===== config.mk =====
export PLATFORM = sky130hd
export DESIGN_NAME = mul_unit
export DESIGN_NICKNAME = d
export VERILOG_FILES = /design/src/hw/mul_pkg.sv /design/src/hw/mul_step_if.sv /design/src/hw/mul_unit.sv /design/src/hw/mul_accum.sv /design/src/hw/booth_array.sv /design/src/hw/mul_ctrl.sv
export SDC_FILE = /design/constraint.sdc
export NUM_CORES = 1
export LEC_CHECK = 0
export ABC_AREA = 0
export BUFFER_PORTS_ARGS = -buffer_cell sky130_fd_sc_hd__buf_2
export CAP_MARGIN = 20
export CORE_ASPECT_RATIO = 1.25
export CORE_UTILIZATION = 25
export CTS_CLUSTER_SIZE = 28
export DETAILED_ROUTE_END_ITERATION = 8
export GPL_ROUTABILITY_DRIVEN = 1
export PLACE_DENSITY = 0.4
export SYNTH_ARGS = -nofsm -noshare
export SYNTH_HDL_FRONTEND = slang
export SYNTH_SLANG_ARGS = --single-unit

===== constraint.sdc =====
create_clock -name clk -period 4.2 [get_ports clk]
set_input_delay 0.84 -clock clk [delete_from_list [all_inputs] [get_ports clk]]
set_output_delay 0.84 -clock clk [all_outputs]
set_load 0.03 [all_outputs]

===== src/hw/mul_pkg.sv =====
package mul_pkg;

	// datapath widths
	localparam int word_w = 32;               // architectural word
	localparam int ext_w  = word_w + 1;       // one extra bit for sign or zero extension
	localparam int prod_w = 2 * ext_w;        // booth product register, upper and lower half

	// Booth sequencing, one recoding step per extended operand bit
	localparam int booth_steps = ext_w;
	localparam int cnt_w       = $clog2(booth_steps + 1);

	// counter value seen on the edge after the final step strobe is issued
	localparam logic [cnt_w-1:0] step_last = cnt_w'(booth_steps);

	// single and double result words
	typedef logic [word_w-1:0]   word_t;
	typedef logic [2*word_w-1:0] dword_t;

endpackage

===== src/hw/mul_step_if.sv =====
interface mul_step_if;

	// sequencing strobes, at most one high per cycle
	logic load;    // capture operands into the booth array
	logic step;    // one recode, add/sub and shift
	logic acc_en;  // register the final result and flags

	// operation bits, held steady by the controller for the whole operation
	logic sig;     // signed operands
	logic long_op; // two word result
	logic add_op;  // add c

	modport ctrl (
		output load, step, acc_en,
		output sig, long_op, add_op
	);

	modport booth (
		input load, step, sig
	);

	modport accum (
		input acc_en, long_op, add_op
	);

endinterface


===== src/hw/mul_unit.sv =====
module mul_unit (
	input  logic            clk,
	input  logic            rst,
	input  mul_pkg::word_t  a,        // multiplicand
	input  mul_pkg::word_t  b,        // multiplier
	input  mul_pkg::word_t  c_hi,     // accumulate high word
	input  mul_pkg::word_t  c_lo,     // accumulate low word
	input  logic            start,    // begin an operation when rdy is high
	input  logic            sig,      // signed operands
	input  logic            long_op,  // 64-bit result
	input  logic            add_op,   // accumulate c
	output mul_pkg::word_t  q_hi,
	output mul_pkg::word_t  q_lo,
	output logic            n,
	output logic            z,
	output logic            rdy       // idle, result valid
);

	// step controls from the sequencer to both datapath halves
	mul_step_if stp ();

	mul_pkg::dword_t product;         // booth result into the accumulator

	mul_ctrl u_ctrl (
		.clk     (clk),
		.rst     (rst),
		.start   (start),
		.sig     (sig),
		.long_op (long_op),
		.add_op  (add_op),
		.rdy     (rdy),
		.stp     (stp.ctrl)
	);

	booth_array u_booth (
		.clk     (clk),
		.rst     (rst),
		.a       (a),
		.b       (b),
		.stp     (stp.booth),
		.product (product)
	);

	mul_accum u_accum (
		.clk     (clk),
		.rst     (rst),
		.product (product),
		.c_hi    (c_hi),
		.c_lo    (c_lo),
		.stp     (stp.accum),
		.q_hi    (q_hi),
		.q_lo    (q_lo),
		.n       (n),
		.z       (z)
	);

endmodule


===== src/hw/mul_accum.sv =====
module mul_accum (
	input  logic             clk,
	input  logic             rst,
	input  mul_pkg::dword_t  product,  // from the booth array, stable once steps end
	input  mul_pkg::word_t   c_hi,     // addend high word, long forms only
	input  mul_pkg::word_t   c_lo,     // addend low word
	mul_step_if.accum        stp,
	output mul_pkg::word_t   q_hi,
	output mul_pkg::word_t   q_lo,
	output logic             n,        // result negative
	output logic             z         // result zero
);

	mul_pkg::dword_t addend;   // selected c, or zero
	mul_pkg::dword_t sum;      // product + addend, modulo 2^64
	mul_pkg::dword_t res;      // sum cut to the result width
	logic            res_neg;  // top bit of the result width

	always_comb begin
		addend = '0;                     // MUL and the plain long forms
		if (stp.add_op) begin
			if (stp.long_op)
				addend = {c_hi, c_lo};   // UMLAL, SMLAL
			else
				addend = {{mul_pkg::word_w{1'b0}}, c_lo}; // MLA
		end
	end

	assign sum = product + addend;

	// short forms keep one word and clear the high half
	assign res = stp.long_op ? sum : {{mul_pkg::word_w{1'b0}}, sum[mul_pkg::word_w-1:0]};

	// n comes from bit 63 or bit 31 depending on the form
	assign res_neg = stp.long_op ? res[2*mul_pkg::word_w-1] : res[mul_pkg::word_w-1];

	// C and V are not produced here, the core leaves them unaffected

	always_ff @(posedge clk or negedge rst) begin
		if (!rst) begin
			q_hi <= '0;
			q_lo <= '0;
			n    <= 1'b0;
			z    <= 1'b0;
		end else if (stp.acc_en) begin
			q_hi <= res[2*mul_pkg::word_w-1 -: mul_pkg::word_w];
			q_lo <= res[mul_pkg::word_w-1:0];
			n    <= res_neg;
			z    <= ~|res;   // high half is zero in short forms anyway
		end
	end

	// q, n and z hold until the next acc_en

endmodule


===== src/hw/booth_array.sv =====
module booth_array (
	input  logic             clk,
	input  logic             rst,
	input  mul_pkg::word_t   a,        // multiplicand
	input  mul_pkg::word_t   b,        // multiplier
	mul_step_if.booth        stp,
	output mul_pkg::dword_t  product   // low two words of the booth register
);

	// operands widened by one bit so that unsigned values are positive in two's complement
	logic [mul_pkg::ext_w-1:0] a_ext;
	logic [mul_pkg::ext_w-1:0] b_ext;

	logic [mul_pkg::ext_w-1:0]  mcand;     // captured multiplicand
	logic [mul_pkg::prod_w-1:0] prod;      // {partial sum, remaining multiplier bits}
	logic                       q_m1;      // previous multiplier bit for recoding

	logic [mul_pkg::ext_w-1:0] upper;      // partial sum half
	logic [mul_pkg::ext_w-1:0] upper_nxt;  // after add, sub or hold

	// extension bit is the sign bit for signed ops, zero otherwise
	assign a_ext = {stp.sig & a[mul_pkg::word_w-1], a};
	assign b_ext = {stp.sig & b[mul_pkg::word_w-1], b};

	assign upper = prod[mul_pkg::prod_w-1 -: mul_pkg::ext_w];

	// radix-2 recoding on {current bit, previous bit}
	always_comb begin
		case ({prod[0], q_m1})
			2'b10:   upper_nxt = upper - mcand;  // start of a run of ones
			2'b01:   upper_nxt = upper + mcand;  // end of a run of ones
			default: upper_nxt = upper;          // inside a run, nothing to do
		endcase
	end

	// the partial sum stays within the multiplicand magnitude, so ext_w bits never overflow

	always_ff @(posedge clk) begin
		if (stp.load)
			mcand <= a_ext; // a is only sampled here
	end

	always_ff @(posedge clk or negedge rst) begin
		if (!rst) begin
			prod <= '0;
			q_m1 <= 1'b0;
		end else if (stp.load) begin
			// multiplier in the low half, partial sum cleared
			prod <= {{mul_pkg::ext_w{1'b0}}, b_ext};
			q_m1 <= 1'b0;
		end else if (stp.step) begin
			// arithmetic shift right of {upper_nxt, lower half}
			prod <= {upper_nxt[mul_pkg::ext_w-1], upper_nxt, prod[mul_pkg::ext_w-1:1]};
			q_m1 <= prod[0];                 // consumed bit becomes the previous bit
		end
	end

	// after booth_steps shifts the full ext_w x ext_w product sits in prod,
	// only the low 2*word_w bits are meaningful
	assign product = prod[2*mul_pkg::word_w-1:0];

endmodule


===== src/hw/mul_ctrl.sv =====
module mul_ctrl (
	input  logic     clk,
	input  logic     rst,
	input  logic     start,    // request, only honoured while idle
	input  logic     sig,
	input  logic     long_op,
	input  logic     add_op,
	output logic     rdy,      // high while idle
	mul_step_if.ctrl stp
);

	typedef enum logic [1:0] {
		st_idle,   // waiting for start
		st_booth,  // issuing step strobes
		st_accum   // single acc_en cycle
	} state_t;

	state_t state;

	logic [mul_pkg::cnt_w-1:0] cnt; // step strobes issued so far

	// registered strobes, so the datapath sees clean one-cycle pulses
	logic load_r;
	logic step_r;
	logic acc_en_r;

	// operation bits latched at start
	logic sig_r;
	logic long_r;
	logic add_r;

	assign stp.load    = load_r;
	assign stp.step    = step_r;
	assign stp.acc_en  = acc_en_r;
	assign stp.sig     = sig_r;
	assign stp.long_op = long_r;
	assign stp.add_op  = add_r;

	always_ff @(posedge clk or negedge rst) begin
		if (!rst) begin
			state    <= st_idle;
			cnt      <= '0;
			rdy      <= 1'b1;  // ready straight out of reset
			load_r   <= 1'b0;
			step_r   <= 1'b0;
			acc_en_r <= 1'b0;
			sig_r    <= 1'b0;
			long_r   <= 1'b0;
			add_r    <= 1'b0;
		end else begin
			case (state)
				st_idle: begin
					if (start) begin
						sig_r  <= sig;       // freeze op bits for the datapath
						long_r <= long_op;
						add_r  <= add_op;
						load_r <= 1'b1;      // one-cycle operand capture
						rdy    <= 1'b0;      // falls on the sampling edge
						cnt    <= '0;
						state  <= st_booth;
					end
				end
				st_booth: begin
					load_r <= 1'b0;
					if (cnt == mul_pkg::step_last) begin
						// all booth_steps strobes issued, hand over to accumulate
						step_r   <= 1'b0;
						acc_en_r <= 1'b1;
						state    <= st_accum;
					end else begin
						step_r <= 1'b1;
						cnt    <= cnt + 1'b1;
					end
				end
				st_accum: begin
					acc_en_r <= 1'b0;
					rdy      <= 1'b1;        // result registered on this same edge
					state    <= st_idle;
				end
				default: begin
					state <= st_idle;        // recover from an illegal encoding
				end
			endcase
		end
	end

endmodule


==> results of run 1 <==
[kinds of logic after synthesis]
family | share of synthesized area [%]
fa+ha+maj | 9.107
buf+inv | 3.609
mux | 5.792
compound gates | 22.35
xor+xnor | 6.862
simple gates | 19.02
flops | 33.27
[sequential cells by signal (all words and copies together), names as in the netlist, 2 cells and up]
| signal | cells |
|---|---|
| u_booth.prod | 65 |
| u_booth.mcand | 33 |
| u_accum.q_hi | 32 |
| u_accum.q_lo | 32 |
| u_ctrl.cnt | 6 |
| u_ctrl.state | 2 |
[final cells by class]
type / instances / area [µm²]
Tap cell: 735 / 919.6
Clock buffer: 20 / 466.7
Inverter: 52 / 195.2
Multi-Input combinational cell: 1323 / 9350
Timing Repair Buffer: 535 / 3631
Clock inverter: 12 / 128.9
Fill cell: 5758 / 35760
Sequential cell: 180 / 4682
[power by group through the flow]
stage                     logic (µW)  registers, µW  clock network, µW
final                          12400           3250               1690
after global routing           13600           3360               1820
after CTS                      12100           3320               1750
after detailed placement       11700           3340                  0
after global placement         11700           3340                  0
after floorplan                 6410           3510                  0
[Yosys cell counts (43+ instances only)]
| cell type | count |
|---|---|
| xor2_1 | 52 |
| a21o_1 | 54 |
| and2_1 | 47 |
| nand2_1 | 146 |
| nor2_1 | 139 |
| xnor2_1 | 58 |
| mux2i_1 | 43 |
| dfrtp_1 | 146 |
| inv_1 | 52 |
| o21ai_0 | 133 |
| clkbuf_1 | 75 |
| ha_1 | 99 |
| a21oi_1 | 119 |
[per-stage QoR]
step | setup WS, ns | std cells | hold slack (ns) | area [µm²] | util [%]
after global routing | -0.1593 | 2857 | 0.3512 | 19370 | 35.14
final | 0.01351 | 2857 | 0.3097 | 19370 | 35.14
after global placement | -0.5901 | 2809 | 0.4596 | 18110 | 32.85
after CTS | -0.06101 | 2849 | 0.3248 | 19000 | 34.46
after floorplan | -0.06892 | 1636 | 0.4229 | 14050 | -
after detailed placement | -0.6480 | 2809 | 0.4745 | 18110 | 32.85
[cells in the final DEF (no fill, tap or decap), types with 6 or more instances in the layout]
cell type and instances:
edfxtp_1 33, o21ai_1 22, o21ai_0 127, xor2_1 50, xnor2_1 56, o21a_1 16, and2_1 43, a31oi_1 11
a21oi_2 8, mux2i_1 43, nor4_1 7, buf_2 199, buf_4 326, nor2_1 137, o21bai_1 17, nor2b_1 14
nor3_1 26, a31o_2 6, a22o_1 6, o211ai_1 25, nand2_1 145, mux2_2 33, dfrtp_1 141, ha_1 93
a211oi_1 11, nand4_1 23, inv_1 52, or3_1 13, nand3_1 28, a21oi_1 110, nand2b_1 18, clkbuf_16 17
and3_1 42, a21o_1 54
[path summary, 6_finish.rpt]
check	from	to	slack, ns	cells past startpoint
max	u_ctrl.stp.add_op	u_accum.z	0.01	18
min	rst	u_booth.prod[23]	0.31	1
max reg2reg	u_ctrl.stp.add_op	u_accum.z	0.01	18
min reg2reg	u_accum.q_hi[28]	u_accum.q_hi[28]	0.49	1
max in group asynchronous	rst	u_booth.prod[14]	2.98	2
min in group clk	u_accum.q_hi[28]	u_accum.q_hi[28]	0.49	1
[routing by layer]
layer / vias to the layer above / routed length (µm)
met4: 0 / 2136
met1: 6463 / 22110
met2: 251 / 26960
met3: 60 / 1494
met5: - / 0
li1: 6902 / -
[what timing repair did]
| action | in CTS | in global routing |
|---|---|---|
| gates cloned | 1 | 0 |
| pin swaps | 20 | 34 |
| buffers inserted | 7 | 8 |
| setup endpoints to repair | 8 | 20 |
| resized for setup | 37 | 59 |
==> metrics.txt, run 1 <==
pin count of the biggest net entering global routing 93; top post-synthesis cells by area dfrtp_1 (26%), ha_1 (8.8%), edfxtp_1 (7.1%), o21ai_0 (4.7%), a21oi_1 (4.2%); CTS H-tree depth 4; P_int 9170 µW; RSZ-0062 raised after global routing yes; synthesis-stage register bit count 180; 1st-iter DRT viols 749; slowest cell on the critical path dfrtp_2; Synth Area per Inst 8.582 µm²; Top FF cell, synth dfrtp_1; syn nets 1871; Crit Path Category reg -> reg; row cnt 96; clk slew on worst S/H paths 0.08 ns; Switching Share 47.12%; Yosys top cell area share 26.02%; Data arrival, critical path 4.59 ns; CP Data Required Time 4.61 ns; io pins 201; Residual DRC 0; area leader, netlist dfrtp_1; # clock sinks 180; Cells after Synth 1636; ANT cells 0; DPL Wire Length 43.07 mm; IO buf count 200; Post-synth ARST share 81.67%; pwr dens 895.1 mW/mm²; crit path capture type flop; sequential power share 18.7%; P&R area growth vs syn 37.98%; Nets 2344; CP bufs+invs 4; Psw 8172 µW; Post-synth EDFFs 33; status finished, final reports clean; DIE WIDTH 214.0 µm; gr busiest metal met2; Final period util 99.68%; max_slew headroom 43.56%; crit-path max FO 15; initial antenna violation count 0; CP peak stage delay 0.51 ns; maxcap violations 0; aggregate global routing overflow 0; setup violators final 0; Placeable Area 0.05513 mm²; via/cell ratio 4.787; Netlist cell types 71; global-route wire length before repair 80.22 mm; drt wl/cell 18.44 µm; clock power share 9.8%; Cell Chain, Critical Path buf_8, buf_12, and2_1, ha_1, buf_4, a21oi_1, o21ai_1, nor3_2, and3_1, buf_4, o21ai_1, a21o_1, xor2_1, a211o_1, a2111o_1, nor4_4, nand4_1, o31ai_2; vias in the first global route 13864; share of cells above drive strength 1 32.56%; final hold violation count 0; first drt pass iteration count 6; met1 GRT Util 21.16%; Critical Path Source Type flop; remaining antenna violation count after routing 0; Pwr Total 17340 µW; hold_buf cts 0; Synth warnings 0; synthesized cell area 0.01404 mm²; CTS tree built; Placer Congestion 0.8891; Hold Path Class in -> async; Routed WL 52.69 mm; GRT met3 Usage 2.963%; combinational share of power 71.5%; fmax 0.2389 GHz; CTS Buffer Depth 2; peak supply drop 0.2500 mV; Setup Skew 0.02016 ns; M2 GR Usage 33.63%; CP delay by family, top compound AO/OA/AOI/OAI gates; sequential share of the synthesized area 33.27%; Slew Limit Fails 0; TNS Setup 0 ns; die height 267.0 µm; Tightest Pin Transition 0.8466 ns; LEAKAGE 0.009322 µW; Num CTS Buffers 17; die area 0.05712 mm²; clock latency on the worst-skew pair 0.51 ns; Tmin final 4.186 ns; Root Buffer clkbuf_16; Initial Utilization 25.47%; routed vias 13676; All-Layer GR Usage 18.55%
Power figures use the tool's default switching activity.
==> run 2, diff against run 1 <==
Settings changed: PLACE_DENSITY 0.4 to default, PLACE_DENSITY_LB_ADDON from default to 0.2.
==> run 2 against run 1 <==
  * Worst setup slack improved by 0.037 ns
  * Design area decreased by 1.1%
  * Global-route usage decreased by 0.22 points
  * Die area unchanged
  * Non-clock buffer count decreased by 1
  * Sequential power about the same
  * Power decreased by 2.0%
  * Sequential share of layout area increased by 0.27 points
  * Largest power group unchanged
==> metrics.txt, run 2 (same netlist as run 1, synthesis figures left out) <==
vias in the first global route 13688 (was 13864); most flop-heavy register u_booth.prod (unchanged); P_int 9041 µW (was 9170 µW); row cnt 96 (unchanged); RSZ-0062 raised after global routing yes (unchanged); routed vias 13686 (was 13676); global-route wire length before repair 79.57 mm (was 80.22 mm); CTS tree built (unchanged); CTS H-tree depth 4 (unchanged); pin count of the biggest net entering global routing 68 (was 93); DPL Wire Length 42.66 mm (was 43.07 mm); Hold Path Class in -> async (unchanged); share of cells above drive strength 1 31.97% (was 32.56%); Tmin final 4.149 ns (was 4.186 ns); clock latency on the worst-skew pair 0.50 ns (was 0.51 ns); final hold violation count 0 (unchanged); Residual DRC 0 (unchanged); LEAKAGE 0.009281 µW (was 0.009322 µW); peak supply drop 0.3129 mV (was 0.2500 mV); Psw 7963 µW (was 8172 µW); Final period util 98.79% (was 99.68%); Finished Cell Area 0.01916 mm² (was 0.01937 mm²); remaining antenna violation count after routing 0 (unchanged); via/cell ratio 4.790 (was 4.787); Nets 2343 (was 2344); setup violators final 0 (unchanged); die area 0.05712 mm² (unchanged); Crit Path Category reg -> reg (unchanged); flip-flop count of the largest register after layout 65 (unchanged); hold_buf cts 0 (unchanged); Placer Congestion 0.8970 (was 0.8891); DIE WIDTH 214.0 µm (unchanged); Largest regs u_booth.prod x65, u_booth.mcand x33 (unchanged); crit path capture type flop (unchanged); crit-path max FO 23 (was 15); sequential power share 19.0% (was 18.7%); initial antenna violation count 2 (was 0); Root Buffer clkbuf_16 (unchanged); All-Layer GR Usage 18.33% (was 18.55%); status finished, final reports clean (unchanged); drt wl/cell 18.12 µm (was 18.44 µm); pwr dens 887.3 mW/mm² (was 895.1 mW/mm²); Initial Utilization 25.47% (unchanged); first drt pass iteration count 5 (was 6); Tightest Pin Transition 0.8560 ns (was 0.8466 ns); commonest cells after routing, fill and taps aside buf_4 (329), buf_2 (199), nand2_1 (145), dfrtp_1 (141), nor2_1 (138) (was buf_4 (326), buf_2 (199), nand2_1 (145), dfrtp_1 (141), nor2_1 (137)); Pwr Total 17000 µW (was 17340 µW); Routed WL 51.78 mm (was 52.69 mm); io pins 201 (unchanged); # clock sinks 180 (unchanged); 1st-iter DRT viols 701 (was 749); Switching Share 46.83% (was 47.12%); combinational share of power 71.1% (was 71.5%); Slew Limit Fails 0 (unchanged); CTS Buffer Depth 2 (unchanged); die height 267.0 µm (unchanged); Num CTS Buffers 17 (unchanged); maxcap violations 0 (unchanged); Setup Skew 0.01667 ns (was 0.02016 ns); Critical Path Source Type flop (unchanged); Data arrival, critical path 4.57 ns (was 4.59 ns); fmax 0.2410 GHz (was 0.2389 GHz); worst hold slack 0.3340 ns (was 0.3097 ns); placed instance area 0.01816 mm² (was 0.01811 mm²); aggregate global routing overflow 0 (unchanged); commonest non-fill, non-tap cell in the layout buf_4 (unchanged); clk slew on worst S/H paths 0.08 ns (about the same); clock power share 9.9% (was 9.8%); CP Data Required Time 4.62 ns (was 4.61 ns); Placeable Area 0.05513 mm² (unchanged); P&R area growth vs syn 36.48% (was 37.98%); IO buf count 200 (unchanged); max_slew headroom 42.93% (was 43.56%); Final Util 34.76% (was 35.14%)
-- run 2: final cells by class --
type	count	area, µm²
diodes	1	2.502
flip-flops and latches	180	4682
clock inverters	14	160.2
inverters	52	195.2
clock buffers	18	439.2
multi-input cells	1323	9205
fillers	5839	35970
repair buffers	534	3560
well taps	735	919.6
-- run 2: final timing paths --
path / from / to / slack (ns) / depth (start not counted)
min reg2reg: u_ctrl.state[0] / u_ctrl.rdy / 0.48 / 1
max: u_ctrl.stp.add_op / u_accum.z / 0.05 / 14
max in group asynchronous: rst / u_booth.prod[8] / 3.01 / 2
min in group clk: u_ctrl.state[0] / u_ctrl.rdy / 0.48 / 1
max reg2reg: u_ctrl.stp.add_op / u_accum.z / 0.05 / 14
min: rst / u_accum.q_lo[16] / 0.33 / 1
-- run 2: critical path: stages, from the launching register on --
cell and delay, ns:
dfrtp_2 0.50, buf_12 0.19, and2_1 0.14, ha_1 0.29, a21o_1 0.25, a221o_1 0.44
or2_2 0.34, or3_4 0.40, a2111oi_4 0.33, o2111ai_2 0.17, nor4b_2 0.27, nand4_1 0.18
nor4_2 0.19, nand4_1 0.16, o31ai_2 0.19
-- run 2: repair_timing --
action,CTS,global route
pin swaps,14,22
setup endpoints to repair,5,17
gates resized for setup,25,48
buffers inserted,3,6
-- run 2: power by group through the flow --
stage               registers, µW  logic (µW)  clock network, µW
CTS                          3230       12000               1750
finish                       3240       12100               1680
detailed placement           3260       11800                  0
global route                 3340       13300               1810
floorplan                    3510        6410                  0
global placement             3250       11700                  0
-- run 2: metal layers --
layer / routed length [µm] / share of wire, % / global-route usage (%) / vias to the layer above
met5: 0 / 0 / 0 / -
met4: 1506 / 2.9 / 6.805 / 0
met3: 1791 / 3.5 / 3.556 / 46
met2: 26720 / 52 / 33.13 / 244
met1: 21760 / 42 / 21.27 / 6504
li1: - / - / - / 6892
-- run 2: stage by stage --
stage / setup slack (ns) / setup TNS [ns] / cells
2_1_floorplan: -0.06892 / -0.06892 / 1636
3_3_place_gp: -0.6356 / -1.964 / 2816
3_5_place_dp: -0.6329 / -2.379 / 2816
4_1_cts: -0.03586 / -0.03586 / 2851
5_1_grt: -0.1276 / -0.1367 / 2856
6_report: 0.05097 / 0 / 2857
==> run 3, diff against run 2 <==
Settings changed: SETUP_SLACK_MARGIN from default to 0.4.
==> run 3 against run 2 <==
  * Global-route usage up 0.48 points
  * Power increased by 7.0%
  * Die area is the same
  * Register-to-register slack about the same
  * Fmax about the same
  * Worst hold slack got worse by 0.013 ns
  * Cell count up 1.1%
  * Routed wire length up 2.6%
==> metrics.txt, run 3 (same netlist as run 1, synthesis figures left out) <==
# clock sinks 180 (unchanged); io pins 201 (unchanged); Post-Place Worst Slack -0.5637 ns (was -0.6329 ns); sequential power share 18.2% (was 19.0%); ANT cells 0 (was 1); Routed WL 53.13 mm (was 51.78 mm); clock power share 9.0% (was 9.9%); R2R Setup Slk 0.05 ns (about the same); Tmin final 4.149 ns (about the same); pwr dens 896.0 mW/mm² (was 887.3 mW/mm²); clk slew on worst S/H paths 0.07 ns (was 0.08 ns); first drt pass iteration count 5 (unchanged); P_int 9691 µW (was 9041 µW); Crit Reg-Reg Endpoint u_accum.z (unchanged); IO buf count 200 (unchanged); status finished, final reports clean (unchanged); R2R Path Start u_ctrl.stp.add_op (unchanged); Setup Skew 0.01071 ns (was 0.01667 ns); Final Util 36.84% (was 34.76%); CP peak stage delay 0.50 ns (about the same); flip-flop count of the largest register after layout 65 (unchanged); setup violators final 0 (unchanged); peak supply drop 0.3702 mV (was 0.3129 mV); drt wl/cell 18.39 µm (was 18.12 µm); CP Data Required Time 4.62 ns (about the same); hold_buf cts 0 (unchanged); Placeable Area 0.05513 mm² (unchanged); DIE WIDTH 214.0 µm (unchanged); All-Layer GR Usage 18.81% (was 18.33%); maxcap violations 0 (unchanged); Placer Congestion 0.8950 (was 0.8970); via/cell ratio 4.772 (was 4.790); Psw 8509 µW (was 7963 µW); Nets 2376 (was 2343); 1st-iter DRT viols 614 (was 701); CTS H-tree depth 4 (unchanged); die area 0.05712 mm² (unchanged); clock latency on the worst-skew pair 0.51 ns (was 0.50 ns); R2R depth 15 (was 14); fmax 0.2410 GHz (about the same); slowest cell on the critical path dfrtp_2 (unchanged); LEAKAGE 0.009573 µW (was 0.009281 µW); initial antenna violation count 1 (was 2); Cell Chain, Critical Path buf_6, and2_1, ha_1, nand4_1, nor3_1, a221o_1, or2_4, or3_4, a2111oi_4, o2111ai_2, nor4b_2, nand4_1, nor4_2, nand4_1, o31ai_2 (was buf_12, and2_1, ha_1, a21o_1, a221o_1, or2_2, or3_4, a2111oi_4, o2111ai_2, nor4b_2, nand4_1, nor4_2, nand4_1, o31ai_2); placed cell count 2809 (was 2816); pin count of the biggest net entering global routing 80 (was 68); crit path capture type flop (unchanged); most flop-heavy register u_booth.prod (unchanged); commonest cells after routing, fill and taps aside buf_4 (339), buf_2 (200), dfrtp_1 (141), nand2_1 (140), nor2_1 (133) (was buf_4 (329), buf_2 (199), nand2_1 (145), dfrtp_1 (141), nor2_1 (138)); row cnt 96 (unchanged); Critical Path Source Type flop (unchanged); die height 267.0 µm (unchanged); DPL Wire Length 42.66 mm (about the same); setup ws final 0.05129 ns (was 0.05097 ns); CP dominant cell by count nand4_1 (unchanged); combinational share of power 72.8% (was 71.1%); share of cells above drive strength 1 38.16% (was 31.97%); Data arrival, critical path 4.57 ns (about the same); Tightest Pin Transition 0.8876 ns (was 0.8560 ns); CTS Buffer Depth 2 (unchanged); Initial Utilization 25.47% (unchanged); Slew Limit Fails 0 (unchanged); Final period util 98.78% (was 98.79%); P&R area growth vs syn 44.66% (was 36.48%); Crit Path Category reg -> reg (unchanged); final hold violation count 0 (unchanged); worst hold slack 0.3209 ns (was 0.3340 ns); aggregate global routing overflow 0 (unchanged); commonest non-fill, non-tap cell in the layout buf_4 (unchanged); Switching Share 46.75% (was 46.83%); CTS tree built (unchanged); Residual DRC 0 (unchanged); crit-path max FO 6 (was 23); final cell count without fillers 2889 (was 2857); RSZ-0062 raised after global routing yes (unchanged); routed vias 13786 (was 13686); Num CTS Buffers 17 (unchanged); Hold Path Class in -> async (unchanged); global-route wire length before repair 81.84 mm (was 79.57 mm); max_slew headroom 40.83% (was 42.93%); remaining antenna violation count after routing 0 (unchanged); vias in the first global route 14159 (was 13688); Root Buffer clkbuf_16 (unchanged); Largest regs u_booth.prod x65, u_booth.mcand x33 (unchanged)
## run 3: critical path: cells and delay by family, from the launching register on
| kind | cells | cell delay (ns) |
|---|---|---|
| compound gates | 4 | 1.14 |
| fa+ha+maj | 1 | 0.38 |
| buf+inv | 1 | 0.17 |
| flops | 1 | 0.50 |
| simple gates | 9 | 1.85 |
## run 3: layout make-up
cell class | count | area [µm²]
Clock buffer | 17 | 425.4
Clock inverter | 15 | 148.9
Fill cell | 5714 | 34820
Inverter | 52 | 195.2
Multi-Input combinational cell | 1323 | 10040
Sequential cell | 180 | 4682
Tap cell | 735 | 919.6
Timing Repair Buffer | 567 | 3900
## run 3: power by group through the flow
| stage | sequential [µW] | clock [µW] | combinational (µW) |
|---|---|---|---|
| CTS | 3300 | 1720 | 12600 |
| finish | 3310 | 1650 | 13200 |
| detailed placement | 3300 | 0 | 11700 |
| global placement | 3290 | 0 | 11600 |
| global route | 3420 | 1780 | 14500 |
| floorplan | 3510 | 0 | 6480 |
## run 3: layer usage
metal  vias to the layer above  global-route usage, %  wire, µm
met4                         0                  5.969      1406
met3                        53                  3.157      1300
met2                       208                  35.51     28090
met1                      6556                  21.28     22330
li1                       6969                      -         -
met5                         -                      0         0
## run 3: worst max-delay path by stage
stage / start / end / slack (ns)
after floorplan: c_lo[0] / u_accum.z / -0.01
after global placement: c_lo[0] / u_accum.z / -0.56
after detailed placement: c_lo[0] / u_accum.z / -0.56
after CTS: u_ctrl.stp.add_op / u_accum.z / 0.03
after global routing: u_booth.mcand[1] / u_booth.prod[64] / -0.13
final: u_ctrl.stp.add_op / u_accum.z / 0.05
## run 3: stage by stage
step                      total power, µW  area [µm²]  TNS (ns)
after floorplan                      9994       14150  -0.01176
after global placement              14920       18200    -1.799
after detailed placement            14970       18200    -1.905
after CTS                           17560       19610         0
after global routing                19690       20310   -0.3725
final                               18200       20310         0
## run 3: what timing repair did
item	CTS	global route
gates cloned	1	0
buffers inserted	32	15
setup endpoints to repair	29	30
gates resized for setup	119	118
pin swaps	77	66
